`config.mk`:
```
export PLATFORM = sky130hd
export DESIGN_NAME = act_buffer_top
export DESIGN_NICKNAME = d
export VERILOG_FILES = /design/src/source/act_pkg.sv /design/src/source/act_cfg_regs.sv /design/src/source/act_patch_ctrl.sv /design/src/source/act_gbf.sv /design/src/source/act_fetch_unpack.sv /design/src/source/act_buffer_top.sv
export VERILOG_INCLUDE_DIRS = /design/src /design/src/source
export SDC_FILE = /design/constraint.sdc
export NUM_CORES = 2
export LEC_CHECK = 0
export BUFFER_PORTS_ARGS = -buffer_cell sky130_fd_sc_hd__buf_2
export CAP_MARGIN = 10
export CORE_ASPECT_RATIO = 0.7
export CORE_MARGIN = 10
export CORE_UTILIZATION = 45
export CTS_CLUSTER_DIAMETER = 100
export CTS_CLUSTER_SIZE = 16
export DETAILED_ROUTE_END_ITERATION = 10
export SYNTH_ARGS = -nofsm -noshare
export SYNTH_HDL_FRONTEND = slang
export SYNTH_SLANG_ARGS = --single-unit
```
`constraint.sdc`:
```
create_clock -name clk -period 4.8 [get_ports clk]
set_input_delay 0.72 -clock clk [delete_from_list [all_inputs] [get_ports clk]]
set_output_delay 0.72 -clock clk [all_outputs]
set_load 0.1 [all_outputs]
```
`src/source/act_settings.svh`:
```
`ifndef ACT_SETTINGS_SVH
`define ACT_SETTINGS_SVH

// ==============================
// activation buffer sizes
// ==============================

// one buffer word as seen on the write port
`define ACT_PORT_WIDTH 64

// one activation element
`define ACT_DATA_WIDTH 8

// 32 words of activation storage
`define ACT_ADDR_WIDTH 5

// patch length field, counted in words
`define ACT_LEN_WIDTH 8

`endif

```
`src/source/act_pkg.sv`:
```
`include "act_settings.svh"

package act_pkg;

    // ==============================
    // derived sizes
    // ==============================
    localparam int ACT_ELEMS = `ACT_PORT_WIDTH / `ACT_DATA_WIDTH;
    localparam int ACT_DEPTH = 1 << `ACT_ADDR_WIDTH;

    // ==============================
    // data types
    // ==============================
    typedef logic [`ACT_DATA_WIDTH-1:0] act_elem_t;
    // element 0 sits in the top byte
    typedef logic [`ACT_PORT_WIDTH-1:0] act_word_t;
    typedef logic [`ACT_ADDR_WIDTH-1:0] act_addr_t;
    typedef logic [`ACT_LEN_WIDTH-1:0] act_len_t;

    // external writer port
    typedef struct packed {
        logic      en;
        act_addr_t addr;
        act_word_t data;
    } gbf_wr_t;

    // element stream to the consumer
    typedef struct packed {
        logic      rdy;
        act_elem_t data;
    } act_out_t;

    // patch controller
    typedef enum logic [1:0] {
        ST_IDLE,
        ST_CFG,
        ST_RUN,
        ST_DONE
    } patch_state_e;

endpackage

```
`src/source/act_cfg_regs.sv`:
```
module act_cfg_regs (
    input  logic              clk,
    input  logic              rst_n,
    input  logic              cfg_val,
    input  logic              cfg_req,
    input  act_pkg::act_len_t cfg_word,
    output act_pkg::act_len_t cfg_len
);

    import act_pkg::*;

    // ==============================
    // configuration capture
    // ==============================

    // patch length in words
    act_len_t len_q;
    logic     capture;

    // only accepted while the controller is asking for it
    assign capture = cfg_val && cfg_req;

    always_ff @(posedge clk or negedge rst_n) begin
        if (!rst_n) begin
            len_q <= '0;
        end else if (capture) begin
            len_q <= cfg_word;
        end
    end

    // held for the whole patch
    assign cfg_len = len_q;

endmodule

```
`src/source/act_patch_ctrl.sv`:
```
`include "act_settings.svh"

module act_patch_ctrl (
    input  logic              clk,
    input  logic              rst_n,
    input  logic              cfg_val,
    input  act_pkg::act_len_t cfg_len,
    input  logic              get_act,
    input  logic              act_rdy,
    output logic              cfg_req,
    output logic              patch_rst,
    output logic              patch_done
);

    import act_pkg::*;

    // element count needs room for length times elements per word
    localparam int SHIFT = $clog2(ACT_ELEMS);
    localparam int CNT_W = `ACT_LEN_WIDTH + SHIFT;

    patch_state_e     state_q;
    patch_state_e     state_d;
    logic [CNT_W-1:0] elem_cnt_q;
    logic [CNT_W-1:0] elem_nxt;
    logic [CNT_W-1:0] target;
    logic             consume;
    logic             last_elem;

    // ==============================
    // element accounting
    // ==============================
    assign consume   = get_act && act_rdy;
    assign target    = CNT_W'(cfg_len) << SHIFT;
    assign elem_nxt  = elem_cnt_q + 1'b1;
    assign last_elem = (elem_nxt == target);

    always_ff @(posedge clk or negedge rst_n) begin
        if (!rst_n) begin
            elem_cnt_q <= '0;
        end else if (state_q == ST_DONE) begin
            elem_cnt_q <= '0;
        end else if (state_q == ST_RUN && consume) begin
            elem_cnt_q <= elem_nxt;
        end
    end

    // ==============================
    // patch FSM
    // ==============================
    always_comb begin
        state_d = state_q;
        case (state_q)
            ST_IDLE: state_d = ST_CFG;
            ST_CFG: begin
                if (cfg_val) begin
                    state_d = ST_RUN;
                end
            end
            ST_RUN: begin
                if (consume && last_elem) begin
                    state_d = ST_DONE;
                end
            end
            // single cycle, then ask for the next config
            ST_DONE: state_d = ST_CFG;
            default: state_d = ST_IDLE;
        endcase
    end

    always_ff @(posedge clk or negedge rst_n) begin
        if (!rst_n) begin
            state_q <= ST_IDLE;
        end else begin
            state_q <= state_d;
        end
    end

    assign cfg_req    = (state_q == ST_CFG);
    assign patch_done = (state_q == ST_DONE);
    // clears read address and fill count for the next patch
    assign patch_rst  = (state_q == ST_DONE);

endmodule

```
`src/source/act_gbf.sv`:
```
`include "act_settings.svh"

module act_gbf (
    input  logic               clk,
    input  logic               rst_n,
    input  act_pkg::gbf_wr_t   wr,
    input  logic               patch_rst,
    input  logic               rd_en,
    input  act_pkg::act_addr_t rd_addr,
    output act_pkg::act_word_t rd_data,
    output logic               avail
);

    import act_pkg::*;

    act_word_t                mem [ACT_DEPTH];
    // one extra bit so a full buffer is distinct from empty
    logic [`ACT_ADDR_WIDTH:0] fill_q;

    // ==============================
    // single port memory
    // ==============================

    // write wins the port; rd_en is never raised during a write
    always_ff @(posedge clk) begin
        if (wr.en) begin
            mem[wr.addr] <= wr.data;
        end else if (rd_en) begin
            rd_data <= mem[rd_addr];
        end
    end

    // ==============================
    // unread word count
    // ==============================
    always_ff @(posedge clk or negedge rst_n) begin
        if (!rst_n) begin
            fill_q <= '0;
        end else if (patch_rst) begin
            // a write landing on the clear cycle still counts
            fill_q <= wr.en ? 1'b1 : 1'b0;
        end else if (wr.en && !rd_en) begin
            fill_q <= fill_q + 1'b1;
        end else if (rd_en && !wr.en) begin
            fill_q <= fill_q - 1'b1;
        end
    end

    // port is busy whenever the writer uses it
    assign avail = (fill_q != '0) && !wr.en;

endmodule

```
`src/source/act_fetch_unpack.sv`:
```
`include "act_settings.svh"

module act_fetch_unpack (
    input  logic               clk,
    input  logic               rst_n,
    input  logic               patch_rst,
    input  logic               avail,
    input  act_pkg::act_word_t rd_data,
    input  logic               get_act,
    output logic               rd_en,
    output act_pkg::act_addr_t rd_addr,
    output act_pkg::act_out_t  act
);

    import act_pkg::*;

    localparam int LEFT_W = $clog2(ACT_ELEMS + 1);

    act_word_t         shift_q;
    logic [LEFT_W-1:0] left_q;
    logic              rd_vld_q;
    logic              take;
    logic              empty;

    assign empty = (left_q == '0);
    assign take  = get_act && act.rdy;

    // ==============================
    // fetch
    // ==============================

    // one word at a time, only once the unpacker has drained
    assign rd_en = avail && empty && !rd_vld_q && !patch_rst;

    always_ff @(posedge clk or negedge rst_n) begin
        if (!rst_n) begin
            rd_addr <= '0;
        end else if (patch_rst) begin
            rd_addr <= '0;
        end else if (rd_en) begin
            rd_addr <= rd_addr + 1'b1;
        end
    end

    // memory data is valid the cycle after rd_en
    always_ff @(posedge clk or negedge rst_n) begin
        if (!rst_n) begin
            rd_vld_q <= 1'b0;
        end else if (patch_rst) begin
            rd_vld_q <= 1'b0;
        end else begin
            rd_vld_q <= rd_en;
        end
    end

    // ==============================
    // unpacker
    // ==============================

    // leftmost element first, so shift toward the top
    always_ff @(posedge clk) begin
        if (rd_vld_q) begin
            shift_q <= rd_data;
        end else if (take) begin
            shift_q <= shift_q << `ACT_DATA_WIDTH;
        end
    end

    always_ff @(posedge clk or negedge rst_n) begin
        if (!rst_n) begin
            left_q <= '0;
        end else if (patch_rst) begin
            left_q <= '0;
        end else if (rd_vld_q) begin
            left_q <= LEFT_W'(ACT_ELEMS);
        end else if (take) begin
            left_q <= left_q - 1'b1;
        end
    end

    // holds while the consumer is not pulling
    assign act.rdy  = !empty;
    assign act.data = shift_q[`ACT_PORT_WIDTH-1 -: `ACT_DATA_WIDTH];

endmodule

```
`src/source/act_buffer_top.sv`:
```
module act_buffer_top (
    input  logic              clk,
    input  logic              rst_n,
    input  act_pkg::gbf_wr_t  gbf_wr,
    input  act_pkg::act_len_t cfg_word,
    input  logic              cfg_val,
    input  logic              get_act,
    output act_pkg::act_out_t act,
    output logic              cfg_req,
    output logic              patch_done
);

    // ==============================
    // internal wiring
    // ==============================
    act_pkg::act_len_t  cfg_len;
    logic               patch_rst;
    logic               rd_en;
    act_pkg::act_addr_t rd_addr;
    act_pkg::act_word_t rd_data;
    logic               avail;

    // ==============================
    // control
    // ==============================
    act_cfg_regs cfg_regs_i (
        .clk      (clk),
        .rst_n    (rst_n),
        .cfg_val  (cfg_val),
        .cfg_req  (cfg_req),
        .cfg_word (cfg_word),
        .cfg_len  (cfg_len)
    );

    act_patch_ctrl patch_ctrl_i (
        .clk        (clk),
        .rst_n      (rst_n),
        .cfg_val    (cfg_val),
        .cfg_len    (cfg_len),
        .get_act    (get_act),
        .act_rdy    (act.rdy),
        .cfg_req    (cfg_req),
        .patch_rst  (patch_rst),
        .patch_done (patch_done)
    );

    // ==============================
    // buffer and read path
    // ==============================
    act_gbf gbf_i (
        .clk       (clk),
        .rst_n     (rst_n),
        .wr        (gbf_wr),
        .patch_rst (patch_rst),
        .rd_en     (rd_en),
        .rd_addr   (rd_addr),
        .rd_data   (rd_data),
        .avail     (avail)
    );

    act_fetch_unpack fetch_unpack_i (
        .clk       (clk),
        .rst_n     (rst_n),
        .patch_rst (patch_rst),
        .avail     (avail),
        .rd_data   (rd_data),
        .get_act   (get_act),
        .rd_en     (rd_en),
        .rd_addr   (rd_addr),
        .act       (act)
    );

endmodule

```
==> impl_metrics.json <==
{
  "status": "finished, final reports clean",
  "switching_share_pct": 25.7,
  "io_pins": 93,
  "rsz0062_at_grt": "false",
  "powerDensity_nw_per_um2": 471,
  "die_y_um": 382,
  "relSlewSlack_pct": 24.7,
  "gp_congestion": 0.744,
  "final_cells": 6088,
  "post_cts_resized": 0,
  "fin_ws_ns": 1.04,
  "vias_per_cell": 6.06,
  "hold_path.class": "in2async",
  "synth_fp_nets": 3488,
  "fin_crit_sh_pct": 78.2,
  "fin_skew_ns": 0.0250,
  "critPathKind": "reg2reg",
  "finalHoldViolations": 0,
  "drv_cap": 0,
  "finalSetupViolCount": 0,
  "drive_above_1_share_pct": 33.0,
  "grt_overflow": 0,
  "dpl_worst_slack_ns": 1.06,
  "worst_path_max_delay_cell": "or3b_2",
  "coreArea_sq_um": 186000,
  "avgRoutedWirePerCell_um": 32.4,
  "num_vias": 36900,
  "finalNetCount": 3677,
  "path_delay_family": "compound AO/OA/AOI/OAI gates",
  "clock-sinks": 2213,
  "cp-start-kind": "register",
  "cts_tree": "built",
  "comb_power_share_pct": 21.0,
  "maxSlewViolCount": 0,
  "yosysWarnings": 0,
  "power.leakage_nw": 27.7,
  "syn-cell-area_sq_um": 84400,
  "grt_max_degree": 87,
  "crit_chain": "inv_1 > ha_1 > or3b_2 > a2111oi_2 > nand2b_1 > ha_1 > inv_1 > ha_1 > a21o_1 > a21o_1 > a211o_1 > o211ai_1 > xnor2_1 > nor2_1",
  "arrival_ns": 4.40,
  "first_pass_iters": 6,
  "path_buf_inv": 2,
  "ys_ff_latch": 2213,
  "wl_mm": 197,
  "portBuffers": 92,
  "worst-path-stages": 14,
  "cts_made_buffers": 156,
  "dpl_cell_area_sq_um": 89000,
  "drt_first_iter_violations": 4416,
  "post-route-util_pct": 50.1,
  "ys.flop_type": "edfxtp_1",
  "fin_crit_ns": 3.76,
  "crit_path_max_incr_delay_ns": 0.54,
  "ant_nets": 0,
  "grt_use_total_pct": 19.1,
  "cp-end-kind": "register",
  "power.net_switching_mw": 11.3,
  "place_inst": 5901,
  "remaining_drc_errors": 0,
  "htree_levels": 4,
  "areaGrowthSynthToFinish_pct": 10.4,
  "post_cts_buffers": 0,
  "start_util_pct": 45.4,
  "crit_path_max_fanout": 7,
  "synth-seq-area-share_pct": 78.5,
  "die_w_um": 538,
  "dieArea_sq_um": 206000,
  "clockBufferDepth": 3,
  "syn_area_per_cell_sq_um": 24.9,
  "fin_setup_tns_ns": 0,
  "grt_pass1_wl_mm": 283,
  "timing.fmax_mhz": 266,
  "finalInstanceArea_sq_um": 93100,
  "rows": 132,
  "synth.distinct_cells": 44,
  "first_global_vias": 37500,
  "p_int_mw": 32.6,
  "cp_common_cell": "ha_1",
  "clock_latency_ns": 0.78,
  "reg2reg_depth": 14,
  "ir_drop_uv": 381,
  "root_buffer": "clkbuf_16",
  "cp.required_ns": 5.45,
  "holdBufCountCts": 0,
  "clkTransAtPathRegs_ns": 0.07,
  "postSynth.asyncResetShare_pct": 1.67,
  "sequentialPowerShare_pct": 51.4,
  "post-dp-hpwl_mm": 105,
  "syn_inst": 3391,
  "grt_antenna_before_repair": 22,
  "synth-edff-count": 2176,
  "tightest_slew_ns": 1.13,
  "clkPwrFrac_pct": 27.6
}
cell usage in the layout (no fill, tap or decap), drive strengths merged, types with 15 or more instances in the layout:
cell type,instances
edfxtp,2176
inv,19
clkbuf,174
nor2,59
xnor2,15
mux4,640
mux2,128
nand2,21
xor2,15
dfrtp,37
buf,210
sequential cells by signal, indices dropped and copies added (netlist names), 4 cells and up:
signal,cells
fetch_unpack_i.shift_q,64
patch_ctrl_i.elem_cnt_q,11
gbf_i.rd_data,64
cfg_regs_i.cfg_len,8
gbf_i.mem,2048
fetch_unpack_i.rd_addr,5
gbf_i.fill_q,6
fetch_unpack_i.left_q,4
power groups by stage:
stage / Clock (mW) / Sequential, mW / Combinational (mW)
floorplan: 0 / 22.7 / 6.91
global placement: 0 / 23.0 / 9.33
detailed placement: 0 / 23.0 / 9.36
CTS: 12.4 / 22.6 / 9.40
global route: 13.1 / 22.6 / 9.85
finish: 12.1 / 22.6 / 9.23
path summary, 6_finish.rpt:
path	slack (ns)	startpoint	to
hold / removal	0.04	rst_n	cfg_regs_i.cfg_len[7]
hold reg to reg	0.52	gbf_i.rd_data[7]	fetch_unpack_i.shift_q[7]
min in group clk	0.17	cfg_word[7]	cfg_regs_i.cfg_len[7]
setup reg to reg	1.04	fetch_unpack_i.left_q[0]	gbf_i.fill_q[5]
setup / recovery	1.04	fetch_unpack_i.left_q[0]	gbf_i.fill_q[5]
max in group asynchronous	4.12	rst_n	fetch_unpack_i.rd_addr[1]
cells by family after synthesis:
logic type | synth area share, %
flip-flops | 78.5
multiplexers | 18.8
buffers and inverters | 1.08
AND/OR/NAND/NOR | 0.784
XOR/XNOR | 0.311
AO/OA/AOI/OAI | 0.242
adder cells (fa/ha/maj) | 0.231
metal layers:
metal / GRT usage, % / share of wire (%)
met3: 3.83 / 7.6
met2: 28.4 / 46
met5: 0 / 0.052
met4: 4.28 / 1.8
met1: 29.2 / 45
synth_stat cells (all sizes together), types with 2 or more instances:
master / instances / area [sq um]
edfxtp: 2176 / 65300
nor2b: 2 / 12.5
nand3b: 5 / 37.5
a21oi: 10 / 50.1
dfrtp: 37 / 926
a21o: 3 / 22.5
buf: 90 / 523
mux2: 128 / 1440
nand2b: 4 / 25.0
nor3: 8 / 40.0
nand2: 21 / 78.8
nor4: 2 / 12.5
and3: 2 / 12.5
mux2i: 4 / 40.0
o211ai: 2 / 15.0
or3: 5 / 31.3
nand4: 5 / 31.3
mux4: 640 / 14400
inv: 14 / 52.6
ha: 14 / 175
o21ai: 5 / 25.0
clkbuf: 89 / 335
a31oi: 2 / 12.5
nor2: 59 / 221
xnor2: 15 / 131
nand3: 13 / 65.1
xor2: 15 / 131
or3b: 2 / 17.5
and2: 8 / 50.1
through the flow:
| stage | total power [mW] | hold WS [ns] |
|---|---|---|
| finish | 43.9 | 0.0357 |
| global route | 45.6 | 0.0600 |
| CTS | 44.4 | 0.0138 |
| detailed placement | 32.4 | 0.514 |
| global placement | 32.3 | 0.509 |
| floorplan | 29.6 | 0.424 |
cell type report:
type,instances,area [sq um]
Inverter,14,52.6
Fill cell,14400,92700
Multi-Input combinational cell,985,17500
Clock buffer,174,4040
Tap cell,2479,3100
Clock inverter,8,104
Timing Repair Buffer,210,2070
Antenna cell,5,12.5
Sequential cell,2213,66300
Note: power is estimated with default switching activity, not from simulation.
